**src/fdiv_pkg.sv**
```systemverilog
package fdiv_pkg;

	//////////////////////////////
	// operand classification
	//////////////////////////////

	// class of one significand after capture
	typedef enum logic [1:0] {
		cls_zero,	// all bits clear
		cls_dnrm,	// integer bit clear, some lower bit set
		cls_norm	// integer bit set
	} fdiv_cls_e;

	//////////////////////////////
	// divide iterator
	//////////////////////////////

	// restoring loop control
	typedef enum logic [1:0] {
		st_idle,	// waiting for normalized operands
		st_run,		// one quotient bit per cycle
		st_done		// quotient and remainder flag valid
	} fdiv_iter_st_e;

	//////////////////////////////
	// widths
	//////////////////////////////

	// bits needed to hold a count of 0 .. frac_w+1
	// used for leading zeros and the iteration counter
	function automatic int fdiv_cnt_w(input int frac_w);
		return $clog2(frac_w + 2);
	endfunction

	// lz_diff is one bit wider than the count, signed
	// exponent adjustment is two bits wider, signed

endpackage

```
**src/fdiv_lead0.sv**
```systemverilog
`timescale 1ns/1ps

module fdiv_lead0
	import fdiv_pkg::*;
#(
	parameter int FRAC_W = 52,			// fraction bits, integer bit extra
	localparam int CW = fdiv_cnt_w(FRAC_W)		// count width
) (
	input  logic [FRAC_W:0]	i_din,			// significand, integer bit on top
	output logic [CW-1:0]	o_lead0			// zeros above the first one
);

	//////////////////////////////
	// priority scan from the msb
	//////////////////////////////

	// first set bit seen from the top wins
	// nothing set leaves the full width
	always_comb begin
		logic found;				// a one already seen above

		found = 1'b0;
		o_lead0 = CW'(FRAC_W + 1);		// all zero input
		for (int i = FRAC_W; i >= 0; i--) begin
			if (!found && i_din[i]) begin
				o_lead0 = CW'(FRAC_W - i);	// bits above position i
				found = 1'b1;
			end
		end
	end

	// a count of zero means the integer bit is set
	// a count of FRAC_W+1 means the operand is zero
	// anything between is a denormal needing a left shift

endmodule

```
**src/fdiv_norm_stage.sv**
```systemverilog
`timescale 1ns/1ps

module fdiv_norm_stage
	import fdiv_pkg::*;
#(
	parameter int FRAC_W = 52,			// fraction bits
	localparam int CW = fdiv_cnt_w(FRAC_W)		// lead zero count width
) (
	input  logic			rclk,		// global clock
	input  logic			i_rst_n,	// sync reset, active low
	input  logic			i_start,	// start strobe
	input  logic			i_busy,		// pipeline occupied
	input  logic [FRAC_W:0]		i_frac_a,	// dividend significand
	input  logic [FRAC_W:0]		i_frac_b,	// divisor significand
	output logic			o_pend,		// capture regs hold an op
	output logic			o_vld,		// normalized operands valid
	output logic [FRAC_W:0]		o_norm_a,	// dividend, top bit set
	output logic [FRAC_W:0]		o_norm_b,	// divisor, top bit set
	output logic signed [CW:0]	o_lz_diff,	// lz(b) - lz(a)
	output fdiv_cls_e		o_cls_a,	// dividend class
	output fdiv_cls_e		o_cls_b		// divisor class
);

	logic			start_acc;	// start seen while idle
	logic [FRAC_W:0]	a_r;		// captured dividend
	logic [FRAC_W:0]	b_r;		// captured divisor
	fdiv_cls_e		cls_a_r;	// captured dividend class
	fdiv_cls_e		cls_b_r;	// captured divisor class
	logic [CW-1:0]		lz_a;		// dividend lead zeros
	logic [CW-1:0]		lz_b;		// divisor lead zeros

	// zero, integer bit clear, or normal
	function automatic fdiv_cls_e classify(input logic [FRAC_W:0] frac);
		if (frac == '0)
			return cls_zero;
		else if (!frac[FRAC_W])
			return cls_dnrm;
		else
			return cls_norm;
	endfunction

	assign start_acc = i_start & ~i_busy;	// starts while busy are dropped

	//////////////////////////////
	// capture
	//////////////////////////////

	always_ff @(posedge rclk) begin
		if (!i_rst_n)
			o_pend <= 1'b0;
		else
			o_pend <= start_acc;		// one cycle in capture
	end

	always_ff @(posedge rclk) begin
		if (start_acc) begin
			a_r <= i_frac_a;
			b_r <= i_frac_b;
			cls_a_r <= classify(i_frac_a);
			cls_b_r <= classify(i_frac_b);
		end
	end

	//////////////////////////////
	// normalize
	//////////////////////////////

	fdiv_lead0 #(.FRAC_W(FRAC_W)) u_lead0_a (
		.i_din		(a_r),
		.o_lead0	(lz_a)
	);

	fdiv_lead0 #(.FRAC_W(FRAC_W)) u_lead0_b (
		.i_din		(b_r),
		.o_lead0	(lz_b)
	);

	always_ff @(posedge rclk) begin
		if (!i_rst_n)
			o_vld <= 1'b0;
		else
			o_vld <= o_pend;		// second cycle after start
	end

	always_ff @(posedge rclk) begin
		if (o_pend) begin
			o_norm_a <= a_r << lz_a;	// zero stays zero
			o_norm_b <= b_r << lz_b;
			o_lz_diff <= $signed({1'b0, lz_b}) - $signed({1'b0, lz_a});
			o_cls_a <= cls_a_r;
			o_cls_b <= cls_b_r;
		end
	end

	// one op in flight, so valid can never repeat back to back
	a_vld_single: assert property (@(posedge rclk) disable iff (!i_rst_n)
		o_vld |=> !o_vld)
		else $error("norm valid pulsed on consecutive cycles");

endmodule

```
**src/fdiv_iter_stage.sv**
```systemverilog
`timescale 1ns/1ps

module fdiv_iter_stage
	import fdiv_pkg::*;
#(
	parameter int FRAC_W = 52,			// fraction bits
	localparam int CW = fdiv_cnt_w(FRAC_W)		// counter width
) (
	input  logic			rclk,		// global clock
	input  logic			i_rst_n,	// sync reset, active low
	input  logic			i_pend,		// op in capture stage
	input  logic			i_vld,		// normalized operands valid
	input  logic [FRAC_W:0]		i_norm_a,	// dividend
	input  logic [FRAC_W:0]		i_norm_b,	// divisor
	input  logic signed [CW:0]	i_lz_diff,	// lead zero difference
	input  fdiv_cls_e		i_cls_a,	// dividend class
	input  fdiv_cls_e		i_cls_b,	// divisor class
	output logic			o_busy,		// op anywhere in the pipe
	output logic			o_vld,		// quotient valid pulse
	output logic [FRAC_W+1:0]	o_q,		// quotient, msb weight 1
	output logic			o_rem_nz,	// final remainder nonzero
	output logic signed [CW:0]	o_lz_diff,	// carried along
	output fdiv_cls_e		o_cls_a,	// carried along
	output fdiv_cls_e		o_cls_b		// carried along
);

	fdiv_iter_st_e		st_r;		// loop state
	logic [CW-1:0]		cnt_r;		// quotient bits still to go
	logic [FRAC_W+1:0]	rem_r;		// partial remainder, doubled
	logic [FRAC_W:0]	div_r;		// held divisor
	logic [FRAC_W+1:0]	step_rem;	// remainder into this step
	logic [FRAC_W:0]	step_div;	// divisor into this step
	logic			step_ge;	// quotient bit
	logic [FRAC_W+1:0]	step_diff;	// remainder after restore

	// pending flag from the norm stage covers the capture cycle
	assign o_busy = i_pend | i_vld | (st_r != st_idle);

	//////////////////////////////
	// shift and subtract step
	//////////////////////////////

	// first bit is taken straight from the inputs in the load cycle
	always_comb begin
		step_rem = (st_r == st_idle) ? {1'b0, i_norm_a} : rem_r;
		step_div = (st_r == st_idle) ? i_norm_b : div_r;
		step_ge = step_rem >= {1'b0, step_div};
		step_diff = step_ge ? step_rem - {1'b0, step_div} : step_rem;	// restore
	end

	//////////////////////////////
	// control
	//////////////////////////////

	always_ff @(posedge rclk) begin
		if (!i_rst_n) begin
			st_r <= st_idle;
			cnt_r <= '0;
			o_vld <= 1'b0;
		end else begin
			o_vld <= 1'b0;
			case (st_r)
				st_idle: if (i_vld) begin
					st_r <= st_run;
					cnt_r <= CW'(FRAC_W + 1);	// one bit already out
				end
				st_run: begin
					cnt_r <= cnt_r - 1'b1;
					if (cnt_r == CW'(1)) begin	// last quotient bit
						st_r <= st_done;
						o_vld <= 1'b1;
					end
				end
				st_done: st_r <= st_idle;
				default: st_r <= st_idle;
			endcase
		end
	end

	// datapath
	always_ff @(posedge rclk) begin
		if (st_r == st_idle && i_vld) begin
			div_r <= i_norm_b;
			rem_r <= {step_diff[FRAC_W:0], 1'b0};
			o_q <= {{(FRAC_W+1){1'b0}}, step_ge};
			o_lz_diff <= i_lz_diff;
			o_cls_a <= i_cls_a;
			o_cls_b <= i_cls_b;
		end else if (st_r == st_run) begin
			rem_r <= {step_diff[FRAC_W:0], 1'b0};
			o_q <= {o_q[FRAC_W:0], step_ge};	// bits shift in from lsb
			if (cnt_r == CW'(1))
				o_rem_nz <= |step_diff;		// sticky source
		end
	end

	a_vld_idle: assert property (@(posedge rclk) disable iff (!i_rst_n)
		i_vld |-> st_r == st_idle)
		else $error("operands arrived while divide loop active");

	// divisor zero only on a div by zero, result dropped later
	a_rem_bound: assert property (@(posedge rclk) disable iff (!i_rst_n)
		(st_r == st_run && div_r != '0) |-> rem_r < {div_r, 1'b0})
		else $error("partial remainder not below twice the divisor");

endmodule

```
**src/fdiv_round_stage.sv**
```systemverilog
`timescale 1ns/1ps

module fdiv_round_stage
	import fdiv_pkg::*;
#(
	parameter int FRAC_W = 52,			// fraction bits
	localparam int CW = fdiv_cnt_w(FRAC_W)		// lead zero count width
) (
	input  logic			rclk,		// global clock
	input  logic			i_rst_n,	// sync reset, active low
	input  logic			i_vld,		// quotient valid
	input  logic [FRAC_W+1:0]	i_q,		// raw quotient
	input  logic			i_rem_nz,	// remainder nonzero
	input  logic signed [CW:0]	i_lz_diff,	// lz(b) - lz(a)
	input  fdiv_cls_e		i_cls_a,	// dividend class
	input  fdiv_cls_e		i_cls_b,	// divisor class
	output logic			o_done,		// result valid pulse
	output logic [FRAC_W:0]		o_frac_q,	// rounded significand
	output logic signed [CW+1:0]	o_exp_adj,	// exponent adjustment
	output logic			o_dz,		// divide by zero
	output logic			o_zero		// zero result
);

	logic			shift;		// quotient below 1.0
	logic [FRAC_W:0]	mant;		// aligned, unrounded
	logic			guard;		// first dropped bit
	logic			rnd_up;		// nearest even increment
	logic [FRAC_W+1:0]	rnd_sum;	// with carry bit
	logic			carry;		// rounded up to 2.0
	logic [FRAC_W:0]	frac_rnd;	// rounded significand
	logic signed [CW+1:0]	adj;		// final adjustment

	//////////////////////////////
	// align and round
	//////////////////////////////

	always_comb begin
		shift = ~i_q[FRAC_W+1];
		mant = shift ? i_q[FRAC_W:0] : i_q[FRAC_W+1:1];
		guard = shift ? 1'b0 : i_q[0];	// shifted case has no bit left below
		rnd_up = guard & (i_rem_nz | mant[0]);	// tie goes to even
		rnd_sum = {1'b0, mant} + {{(FRAC_W+1){1'b0}}, rnd_up};
		carry = rnd_sum[FRAC_W+1];
		frac_rnd = carry ? {1'b1, {FRAC_W{1'b0}}} : rnd_sum[FRAC_W:0];	// back to 1.0
		adj = i_lz_diff - $signed({1'b0, shift}) + $signed({1'b0, carry});
	end

	//////////////////////////////
	// result register
	//////////////////////////////

	// divide by zero wins over zero dividend
	always_ff @(posedge rclk) begin
		if (!i_rst_n) begin
			o_done <= 1'b0;
			o_frac_q <= '0;
			o_exp_adj <= '0;
			o_dz <= 1'b0;
			o_zero <= 1'b0;
		end else begin
			o_done <= i_vld;
			if (i_vld) begin
				if (i_cls_b == cls_zero) begin
					o_frac_q <= '0;		// infinity to the exp logic
					o_exp_adj <= '0;
					o_dz <= 1'b1;
					o_zero <= 1'b0;
				end else if (i_cls_a == cls_zero) begin
					o_frac_q <= '0;
					o_exp_adj <= '0;
					o_dz <= 1'b0;
					o_zero <= 1'b1;
				end else begin
					o_frac_q <= frac_rnd;
					o_exp_adj <= adj;
					o_dz <= 1'b0;
					o_zero <= 1'b0;
				end
			end
		end
	end

	a_flags_excl: assert property (@(posedge rclk) disable iff (!i_rst_n)
		!(o_dz && o_zero))
		else $error("divide by zero and zero result both set");

endmodule

```
**src/fdiv_frac_top.sv**
```systemverilog
`timescale 1ns/1ps

module fdiv_frac_top
	import fdiv_pkg::*;
#(
	parameter int FRAC_W = 52,			// fraction bits
	localparam int CW = fdiv_cnt_w(FRAC_W)		// lead zero count width
) (
	input  logic			rclk,		// global clock
	input  logic			i_rst_n,	// sync reset, active low
	input  logic			i_start,	// start strobe
	input  logic [FRAC_W:0]		i_frac_a,	// dividend significand
	input  logic [FRAC_W:0]		i_frac_b,	// divisor significand
	output logic			o_busy,		// op in flight
	output logic			o_done,		// result pulse
	output logic [FRAC_W:0]		o_frac_q,	// quotient significand
	output logic signed [CW+1:0]	o_exp_adj,	// exponent adjustment
	output logic			o_dz,		// divide by zero
	output logic			o_zero		// zero result
);

	//////////////////////////////
	// stage wiring
	//////////////////////////////

	logic			norm_pend;	// capture cycle
	logic			norm_vld;
	logic [FRAC_W:0]	norm_a;
	logic [FRAC_W:0]	norm_b;
	logic signed [CW:0]	norm_lz_diff;
	fdiv_cls_e		norm_cls_a;
	fdiv_cls_e		norm_cls_b;
	logic			iter_busy;	// also gates new starts
	logic			iter_vld;
	logic [FRAC_W+1:0]	iter_q;
	logic			iter_rem_nz;
	logic signed [CW:0]	iter_lz_diff;
	fdiv_cls_e		iter_cls_a;
	fdiv_cls_e		iter_cls_b;

	assign o_busy = iter_busy;

	fdiv_norm_stage #(.FRAC_W(FRAC_W)) u_norm (
		.rclk		(rclk),
		.i_rst_n	(i_rst_n),
		.i_start	(i_start),
		.i_busy		(iter_busy),
		.i_frac_a	(i_frac_a),
		.i_frac_b	(i_frac_b),
		.o_pend		(norm_pend),
		.o_vld		(norm_vld),
		.o_norm_a	(norm_a),
		.o_norm_b	(norm_b),
		.o_lz_diff	(norm_lz_diff),
		.o_cls_a	(norm_cls_a),
		.o_cls_b	(norm_cls_b)
	);

	fdiv_iter_stage #(.FRAC_W(FRAC_W)) u_iter (
		.rclk		(rclk),
		.i_rst_n	(i_rst_n),
		.i_pend		(norm_pend),
		.i_vld		(norm_vld),
		.i_norm_a	(norm_a),
		.i_norm_b	(norm_b),
		.i_lz_diff	(norm_lz_diff),
		.i_cls_a	(norm_cls_a),
		.i_cls_b	(norm_cls_b),
		.o_busy		(iter_busy),
		.o_vld		(iter_vld),
		.o_q		(iter_q),
		.o_rem_nz	(iter_rem_nz),
		.o_lz_diff	(iter_lz_diff),
		.o_cls_a	(iter_cls_a),
		.o_cls_b	(iter_cls_b)
	);

	fdiv_round_stage #(.FRAC_W(FRAC_W)) u_round (
		.rclk		(rclk),
		.i_rst_n	(i_rst_n),
		.i_vld		(iter_vld),
		.i_q		(iter_q),
		.i_rem_nz	(iter_rem_nz),
		.i_lz_diff	(iter_lz_diff),
		.i_cls_a	(iter_cls_a),
		.i_cls_b	(iter_cls_b),
		.o_done		(o_done),
		.o_frac_q	(o_frac_q),
		.o_exp_adj	(o_exp_adj),
		.o_dz		(o_dz),
		.o_zero		(o_zero)
	);

endmodule

```
**config.mk**
```make
export PLATFORM = sky130hd
export DESIGN_NAME = fdiv_frac_top
export DESIGN_NICKNAME = d
export VERILOG_FILES = /design/src/fdiv_pkg.sv /design/src/fdiv_lead0.sv /design/src/fdiv_norm_stage.sv /design/src/fdiv_iter_stage.sv /design/src/fdiv_round_stage.sv /design/src/fdiv_frac_top.sv
export SDC_FILE = /design/constraint.sdc
export NUM_CORES = 1
export LEC_CHECK = 0
export BUFFER_PORTS_ARGS = -buffer_cell sky130_fd_sc_hd__buf_2
export CORE_MARGIN = 4
export CORE_UTILIZATION = 44
export CTS_CLUSTER_SIZE = 12
export DETAILED_ROUTE_END_ITERATION = 7
export SLEW_MARGIN = 25
export SYNTH_ARGS = -nofsm -noshare
export SYNTH_HDL_FRONTEND = slang
export SYNTH_SLANG_ARGS = --single-unit
```
**constraint.sdc**
```tcl
create_clock -name rclk -period 19.55 [get_ports rclk]
set_clock_uncertainty 0.05 [all_clocks]
set_input_delay 3.91 -clock rclk [delete_from_list [all_inputs] [get_ports rclk]]
set_output_delay 3.91 -clock rclk [all_outputs]
set_load 0.1 [all_outputs]
```
# --- Word level (Yosys, flattened, before mapping) ---
# Cells that the tools add are included.
# Widths: inputs -> output; s select.
totals:
  reg_bits: 474
  output_inout_bits: 65
  input_bits: 109
  word_cells: 505
classes:
  mux: 235
  bitwise: 8
  n_reduce_logical: 222
  eq_ne: 4
  shifts: 2
  add_sub_neg: 6
  order_cmp: 1
ops:
  columns: ["operator", "count"]
  rows:
  - ["$mux 6", 107]
  - ["$mux 53", 5]
  - ["$mux 54", 4]
  - ["$mux 1", 111]
  - ["$logic_not 53->1", 2]
  - ["$shl 53x6->53", 2]
  - ["$logic_and 1x1->1", 105]
  - ["$logic_not 1->1", 104]
  - ["$add 53x1->54", 1]
  - ["$ge 54x53->1", 1]
  - ["$reduce_or 54->1", 1]
  - ["$sub 54x53->54", 1]
  - ["$mux 8", 2]
  - ["$pmux 6 s2", 1]
  - ["$add 8x2->8", 1]
  - ["$mux 2", 4]
  - ["$sub 7x2->8", 1]
  - ["$sub 6x6->7", 1]
  - ["$eq 6x1->1 const B", 1]
  - ["$logic_not 2->1", 3]
  - ["$reduce_and 2->1", 3]
  - ["$reduce_bool 2->1", 3]
  - ["$sub 6x1->6 const B", 1]
  - ["$pmux 2 s2", 1]
  - ["7 further kinds", 12]

# --- Logic depth before layout (Yosys ltp) ---
depth:
  word_depth: 158
  depth_mapped: 29
  depth_no_buf: 21

# --- Cells and area by module ---
# A second synthesis with hierarchy kept.
hier_totals:
  cells_unflattened: 3304
  area_unflattened_um2: 32283.5
modules_own_cells:
  columns: ["mod", "instances", "seq_area_each_um2", "area_per_inst_um2", "cells_each"]
  rows:
  - ["fdiv_norm_stage", 1, 6856.6, 14232.4, 1252]
  - ["fdiv_iter_stage", 1, 4814.6, 11598.6, 1258]
  - ["fdiv_round_stage", 1, 1281.2, 4820.9, 556]
  - ["fdiv_lead0", 2, 0.0, 815.8, 119]

# --- Worst setup path after synthesis ---
# OpenSTA, ideal clock, no wires.
synth_timing:
  path_type: "input -> register"
  startpoint: "in i_start"
  endpoint: "reg u_norm.a_r[0] (enable)"
  setup_slack_ns: 10.419
  stages: 2
  setup_ns: 0.579
  required_time_ns: 18.921
  t_arrival_ns: 8.502
  path_buffers: 0
  path_cell_list: "inv_1 -> nor2_1"
synth_via:
  elab_chain_len: 1
synth_lines:
  columns: ["element", "line", "source"]
  rows:
  - ["start, declared", "fdiv_frac_top.sv:11", "input logic i_start,"]
  - ["$and 1x1->1", "fdiv_norm_stage.sv:42", "assign start_acc = i_start & ~i_busy;"]
  - ["named net u_norm.start_acc", "fdiv_norm_stage.sv:24", "logic start_acc;"]
  - ["end signal, assigned", "fdiv_norm_stage.sv:57", "a_r <= i_frac_a;"]
  - ["end, declared", "fdiv_norm_stage.sv:25", "logic [FRAC_W:0] a_r;"]
# The timed path passes the listed nets, and every way through them passes these cells.
# A chain may end at the register's enable or synchronous reset.

# --- Worst setup path in the final report ---
layout_timing:
  startpoint: "reg u_iter.st_r[0]"
  endpoint: "reg u_iter.o_rem_nz, data pin"
layout_via:
  elab_chain_len: 5
  elab_cells_between_ends: 7
  cone_classes: "add/sub (1); order compare (1); mux (3); reduce/logical (2)"
layout_lines:
  columns: ["element", "line", "source"]
  rows:
  - ["start, declared", "fdiv_iter_stage.sv:27", "fdiv_iter_st_e st_r;"]
  - ["start signal, assigned", "fdiv_iter_stage.sv:57", "st_r <= st_idle;"]
  - ["start signal, assigned", "fdiv_iter_stage.sv:64", "st_r <= st_run;"]
  - ["start signal, assigned", "fdiv_iter_stage.sv:70", "st_r <= st_done;"]
  - ["$logic_not 2->1 (*)", "fdiv_iter_stage.sv:45, fdiv_iter_stage.sv:46", null]
  - ["$mux 54 or $mux 53 (tied branches)", "fdiv_iter_stage.sv:45, fdiv_iter_stage.sv:46", null]
  - ["$sub 54x53->54 or $ge 54x53->1 (tied branches)", "fdiv_iter_stage.sv:48, fdiv_iter_stage.sv:47", null]
  - ["$mux 54 (*)", "fdiv_iter_stage.sv:48", "step_diff = step_ge ? step_rem - {1'b0, step_div} : step_rem;"]
  - ["named net u_iter.step_diff[21]", "fdiv_iter_stage.sv:34", "logic [FRAC_W+1:0] step_diff;"]
  - ["$reduce_or 54->1 (*)", "fdiv_iter_stage.sv:93", "o_rem_nz <= |step_diff;"]
  - ["end signal, assigned", "fdiv_iter_stage.sv:93", null]
  - ["end, declared", "fdiv_iter_stage.sv:21", "output logic o_rem_nz,"]
# The timed path passes the listed nets; every way through them passes the cells marked *.

==> metrics.md <==
| Metric | Value |
|---|---|
| Outcome | `finished, final reports clean` |
| DR WL met3 | `8120 um` |
| Die extent in x | `272 um` |
| Post-synth EDFFs | `around 350` |
| Net switching power | `0.000938 W` |
| Type of origin of the critical path | `flip-flop` |
| GRT Total Usage | `0.264` |
| Largest net degree at the start of global routing | `79` |
| Design Power | `0.00291 W` |
| Yosys warnings | `0` |
| Drt initial violations | `2543` |
| Area growth syn-to-layout | `10.6%` |
| Initial Utilization | `0.446` |
| Worst-skew pair later-pin latency | `610 ps` |
| Drt first pass iters | `5` |
| DRC violations left | `0` |
| CP Capture Type | `flip-flop` |
| Relative slew slack | `0.286` |
| First-pass GRT wire length | `153000 um` |
| Final period util | `0.405` |
| Worst setup path class | `flip-flop to flip-flop` |
| Vias/cell | `around 6.1` |
| Post-Synth XOR/XNOR Area | `0.0171` |
| Total number of vias | `26500` |
| Prevailing post-synth register cell | `edfxtp_1` |
| Initial antenna violation count | `2` |
| # hold bufs at CTS | `0` |
| Synth Area in Simple Gates | `0.172` |
| Boundary pin count | `174` |
| Sw Ratio | `0.322` |
| Post-synth top area share | `0.338` |
| Max Used Layer | `met4` |
| Worst hold path type | `flip-flop to flip-flop` |
| Syn avg cell area | `9.38 um2` |
| Share of flip-flops with an asynchronous set or reset | `0` |
| Wire per inst | `around 24 um` |
| Synth area leaders | `edfxtp_1 (34%), mux2i_1 (12%), dfxtp_1 (8.3%)` |
| Synth Area in Compound Gates | `0.175` |
| Post-Route WL | `102000 um` |
| Final antenna-violating net count | `0` |
| Die H | `272 um` |
| Flops & latches, synth | `474` |
| Worst EP arrival | `around 8200 ps` |
| WL met2 | `43900 um` |
| FMAX | `0.126 GHz` |
| IO buf count | `173` |
| RSZ-0062 raised after global routing | `false` |
| Leak | `around 13 nW` |
| Share of the core filled with cells | `0.493` |
| Internal power | `0.00197 W` |
| Required time of the worst setup path | `19830 ps` |
| Setup_tns | `0 ps` |
| Setup-failing EPs final | `0` |
| Share of cells above drive strength 1 | `0.128` |
| Peak VDD IR | `0.0799 mV` |
| Pins Over Slew Limit | `0` |
| Num Clock Sinks | `approximately 470` |
| Detailed placer's ending HPWL | `77900 um` |
| Unique masters post-synth | `102` |
| Final Net Count | `3525` |
| Sequential area share after synthesis | `0.421` |
| Htree depth | `2` |
| Clock Pin Slew Worst Setup and Hold Paths | `60 ps` |
| Core area | `about 69000 um2` |
| Largest family of logic cells by synthesized area | `compound AO/OA/AOI/OAI gates` |
| Mapped Cells | `3279` |
| Largest area contributor in the netlist | `edfxtp_1` |
| Placed Cells | `4218` |
| Number of CTS-inserted buffers | `53` |
| Die area | `74200 um2` |
| Setup Buffers After CTS | `0` |
| Post-Syn Area | `30700 um2` |
| Tmin final | `7920 ps` |
| Logic pwr share | `0.251` |
| Diodes inserted | `0` |
| Post_cts resized | `0` |
| Post-synthesis adder-cell area fraction | `0.0308` |
| Root Buffer Master | `clkbuf_16` |
| Post-Syn Nets | `3462` |
| M1 WL | `45900 um` |
| Hold Fails Final Rpt | `0` |
| Mux contribution to synthesized area | `0.138` |
| CTS tree | `yes` |
| Clock Power Share | `0.333` |
| Vias in the first global route | `roughly 25000` |
| Clock Path Buffers | `3` |
| Max-Cap Viols | `0` |
| Row cnt | `96` |
| GR Overflow Total | `0` |
| Final non-filler cell total | `4315` |
| Largest fanout on the critical path | `75` |
| Reg power frac | `0.416` |
| Gpl congestion | `~0.98` |
| Slew @ Worst Pin | `around 1100 ps` |
| Power Dens Cells | `85.6 nW/um2` |
[registers in the layout, indices dropped and copies added (netlist names), 2 cells and up]
signal	count
u_iter.o_q	54
u_iter.div_r	53
u_iter.rem_r	53
u_norm.a_r	53
u_norm.b_r	53
u_norm.o_norm_a	53
u_norm.o_norm_b	53
u_round.o_frac_q	53
u_round.o_exp_adj	8
u_iter.o_lz_diff	7
u_norm.o_lz_diff	7
u_iter.cnt_r	6
u_iter.o_cls_a	2
u_iter.o_cls_b	2
u_iter.st_r	2
u_norm.cls_a_r	2
u_norm.cls_b_r	2
u_norm.o_cls_a	2
u_norm.o_cls_b	2
[power groups by stage]
stage	Sequential (W)	Clock, W	Combinational (W)
after floorplan	0.00122	0	0.000482
after global placement	0.00123	0	0.000707
after detailed placement	0.00123	0	0.000708
after CTS	0.00121	0.000996	0.000712
after global routing	0.00122	0.00104	0.000787
final	0.00121	0.000969	0.000729
[logic make-up (layout without fill, tap and decap cells)]
logic type | Yosys count | in the layout
AND/OR/NAND/NOR | 1124 | 1124
AO/OA/AOI/OAI | 800 | 800
flip-flops | 474 | 474
multiplexers | 417 | 417
buffers and inverters | 330 | 435
adder cells (fa/ha/maj) | 74 | 74
XOR/XNOR | 60 | 60
[through the flow]
stage | area, um2 | setup WS (ps) | hold WS (ps)
finish | 34000 | 11630 | 366
global route | 34000 | 11000 | 376
CTS | 34000 | 11630 | 369
detailed placement | 32300 | 11680 | 355
global placement | 32300 | 11870 | 355
floorplan | 30700 | 10420 | 350
[worst paths after layout]
check                                          from             endpoint  slack, ps  cells past startpoint
worst min-delay path            u_norm.o_lz_diff[2]  u_iter.o_lz_diff[2]        370                      0
worst max-delay path                 u_iter.st_r[0]      u_iter.o_rem_nz      11630                     20
worst max register to register       u_iter.st_r[0]      u_iter.o_rem_nz      11630                     20
worst min register to register  u_norm.o_lz_diff[2]  u_iter.o_lz_diff[2]        370                      0
[routing by layer]
layer,vias to the layer above,track usage
li1,12400,-
met5,-,0.0105
met1,12900,0.377
met3,160,0.0562
met2,1001,0.397
met4,0,0.0916
[critical path, cell delays in order (launching register included)]
cell and delay [ps]:
dfxtp_1 360, nor2_4 760, buf_4 730, buf_4 700
mux2i_1 720, inv_1 190, ha_1 290, a211oi_1 340
o211ai_1 180, a21oi_1 260, o21ai_0 160, a211o_1 320
a221oi_4 230, buf_4 420, inv_2 40, buf_4 330
mux2_2 390, a2111oi_0 440, nand4b_1 170, nor4_1 290
nand4_1 130
[area by class of cell]
type | instances | area, um2
multi-input cells | 2475 | 16500
clock buffers | 71 | 1450
flip-flops and latches | 474 | 13000
fillers | 6516 | 34900
repair buffers | 217 | 1200
inverters | 121 | 462
well taps | 931 | 1160
clock inverters | 26 | 268
[cell usage after synthesis, types with 38 or more instances]
cell and instances:
nor2_1 250, mux2i_1 354, a21o_1 40, nand4_1 38
ha_1 71, dfxtp_1 128, nand3_1 82, clkbuf_1 130
nor4_1 65, inv_1 111, nand2_1 444, a21oi_1 223
edfxtp_1 346, o21ai_0 129, o211ai_1 41, mux2_2 63
a22oi_1 39, nor3_1 53
[cell usage in the layout, fill, tap and decap left out, types with 12 or more instances in the layout]
cell type  count
a211oi_1      32
a21o_1        40
a21oi_1      223
a221oi_1      16
a22oi_1       39
a311oi_1      12
a31oi_1       34
and2_1        36
and3_1        22
buf_2        173
buf_4         44
clkbuf_1      12
clkbuf_16     53
clkinv_2      13
dfxtp_1      126
edfxtp_1     346
ha_1          71
inv_1        108
mux2_2        63
mux2i_1      354
nand2_1      443
nand2b_1      16
nand3_1       81
nand4_1       38
nor2_1       248
nor2b_1       34
nor3_1        52
nor4_1        64
o211ai_1      41
o21a_1        20
o21ai_0      129
o21bai_1      12
o221ai_1      22
o22ai_1       19
o31ai_1       17
or3_1         15
xnor2_1       31
xor2_1        29
(Power assumes the default switching activity.)
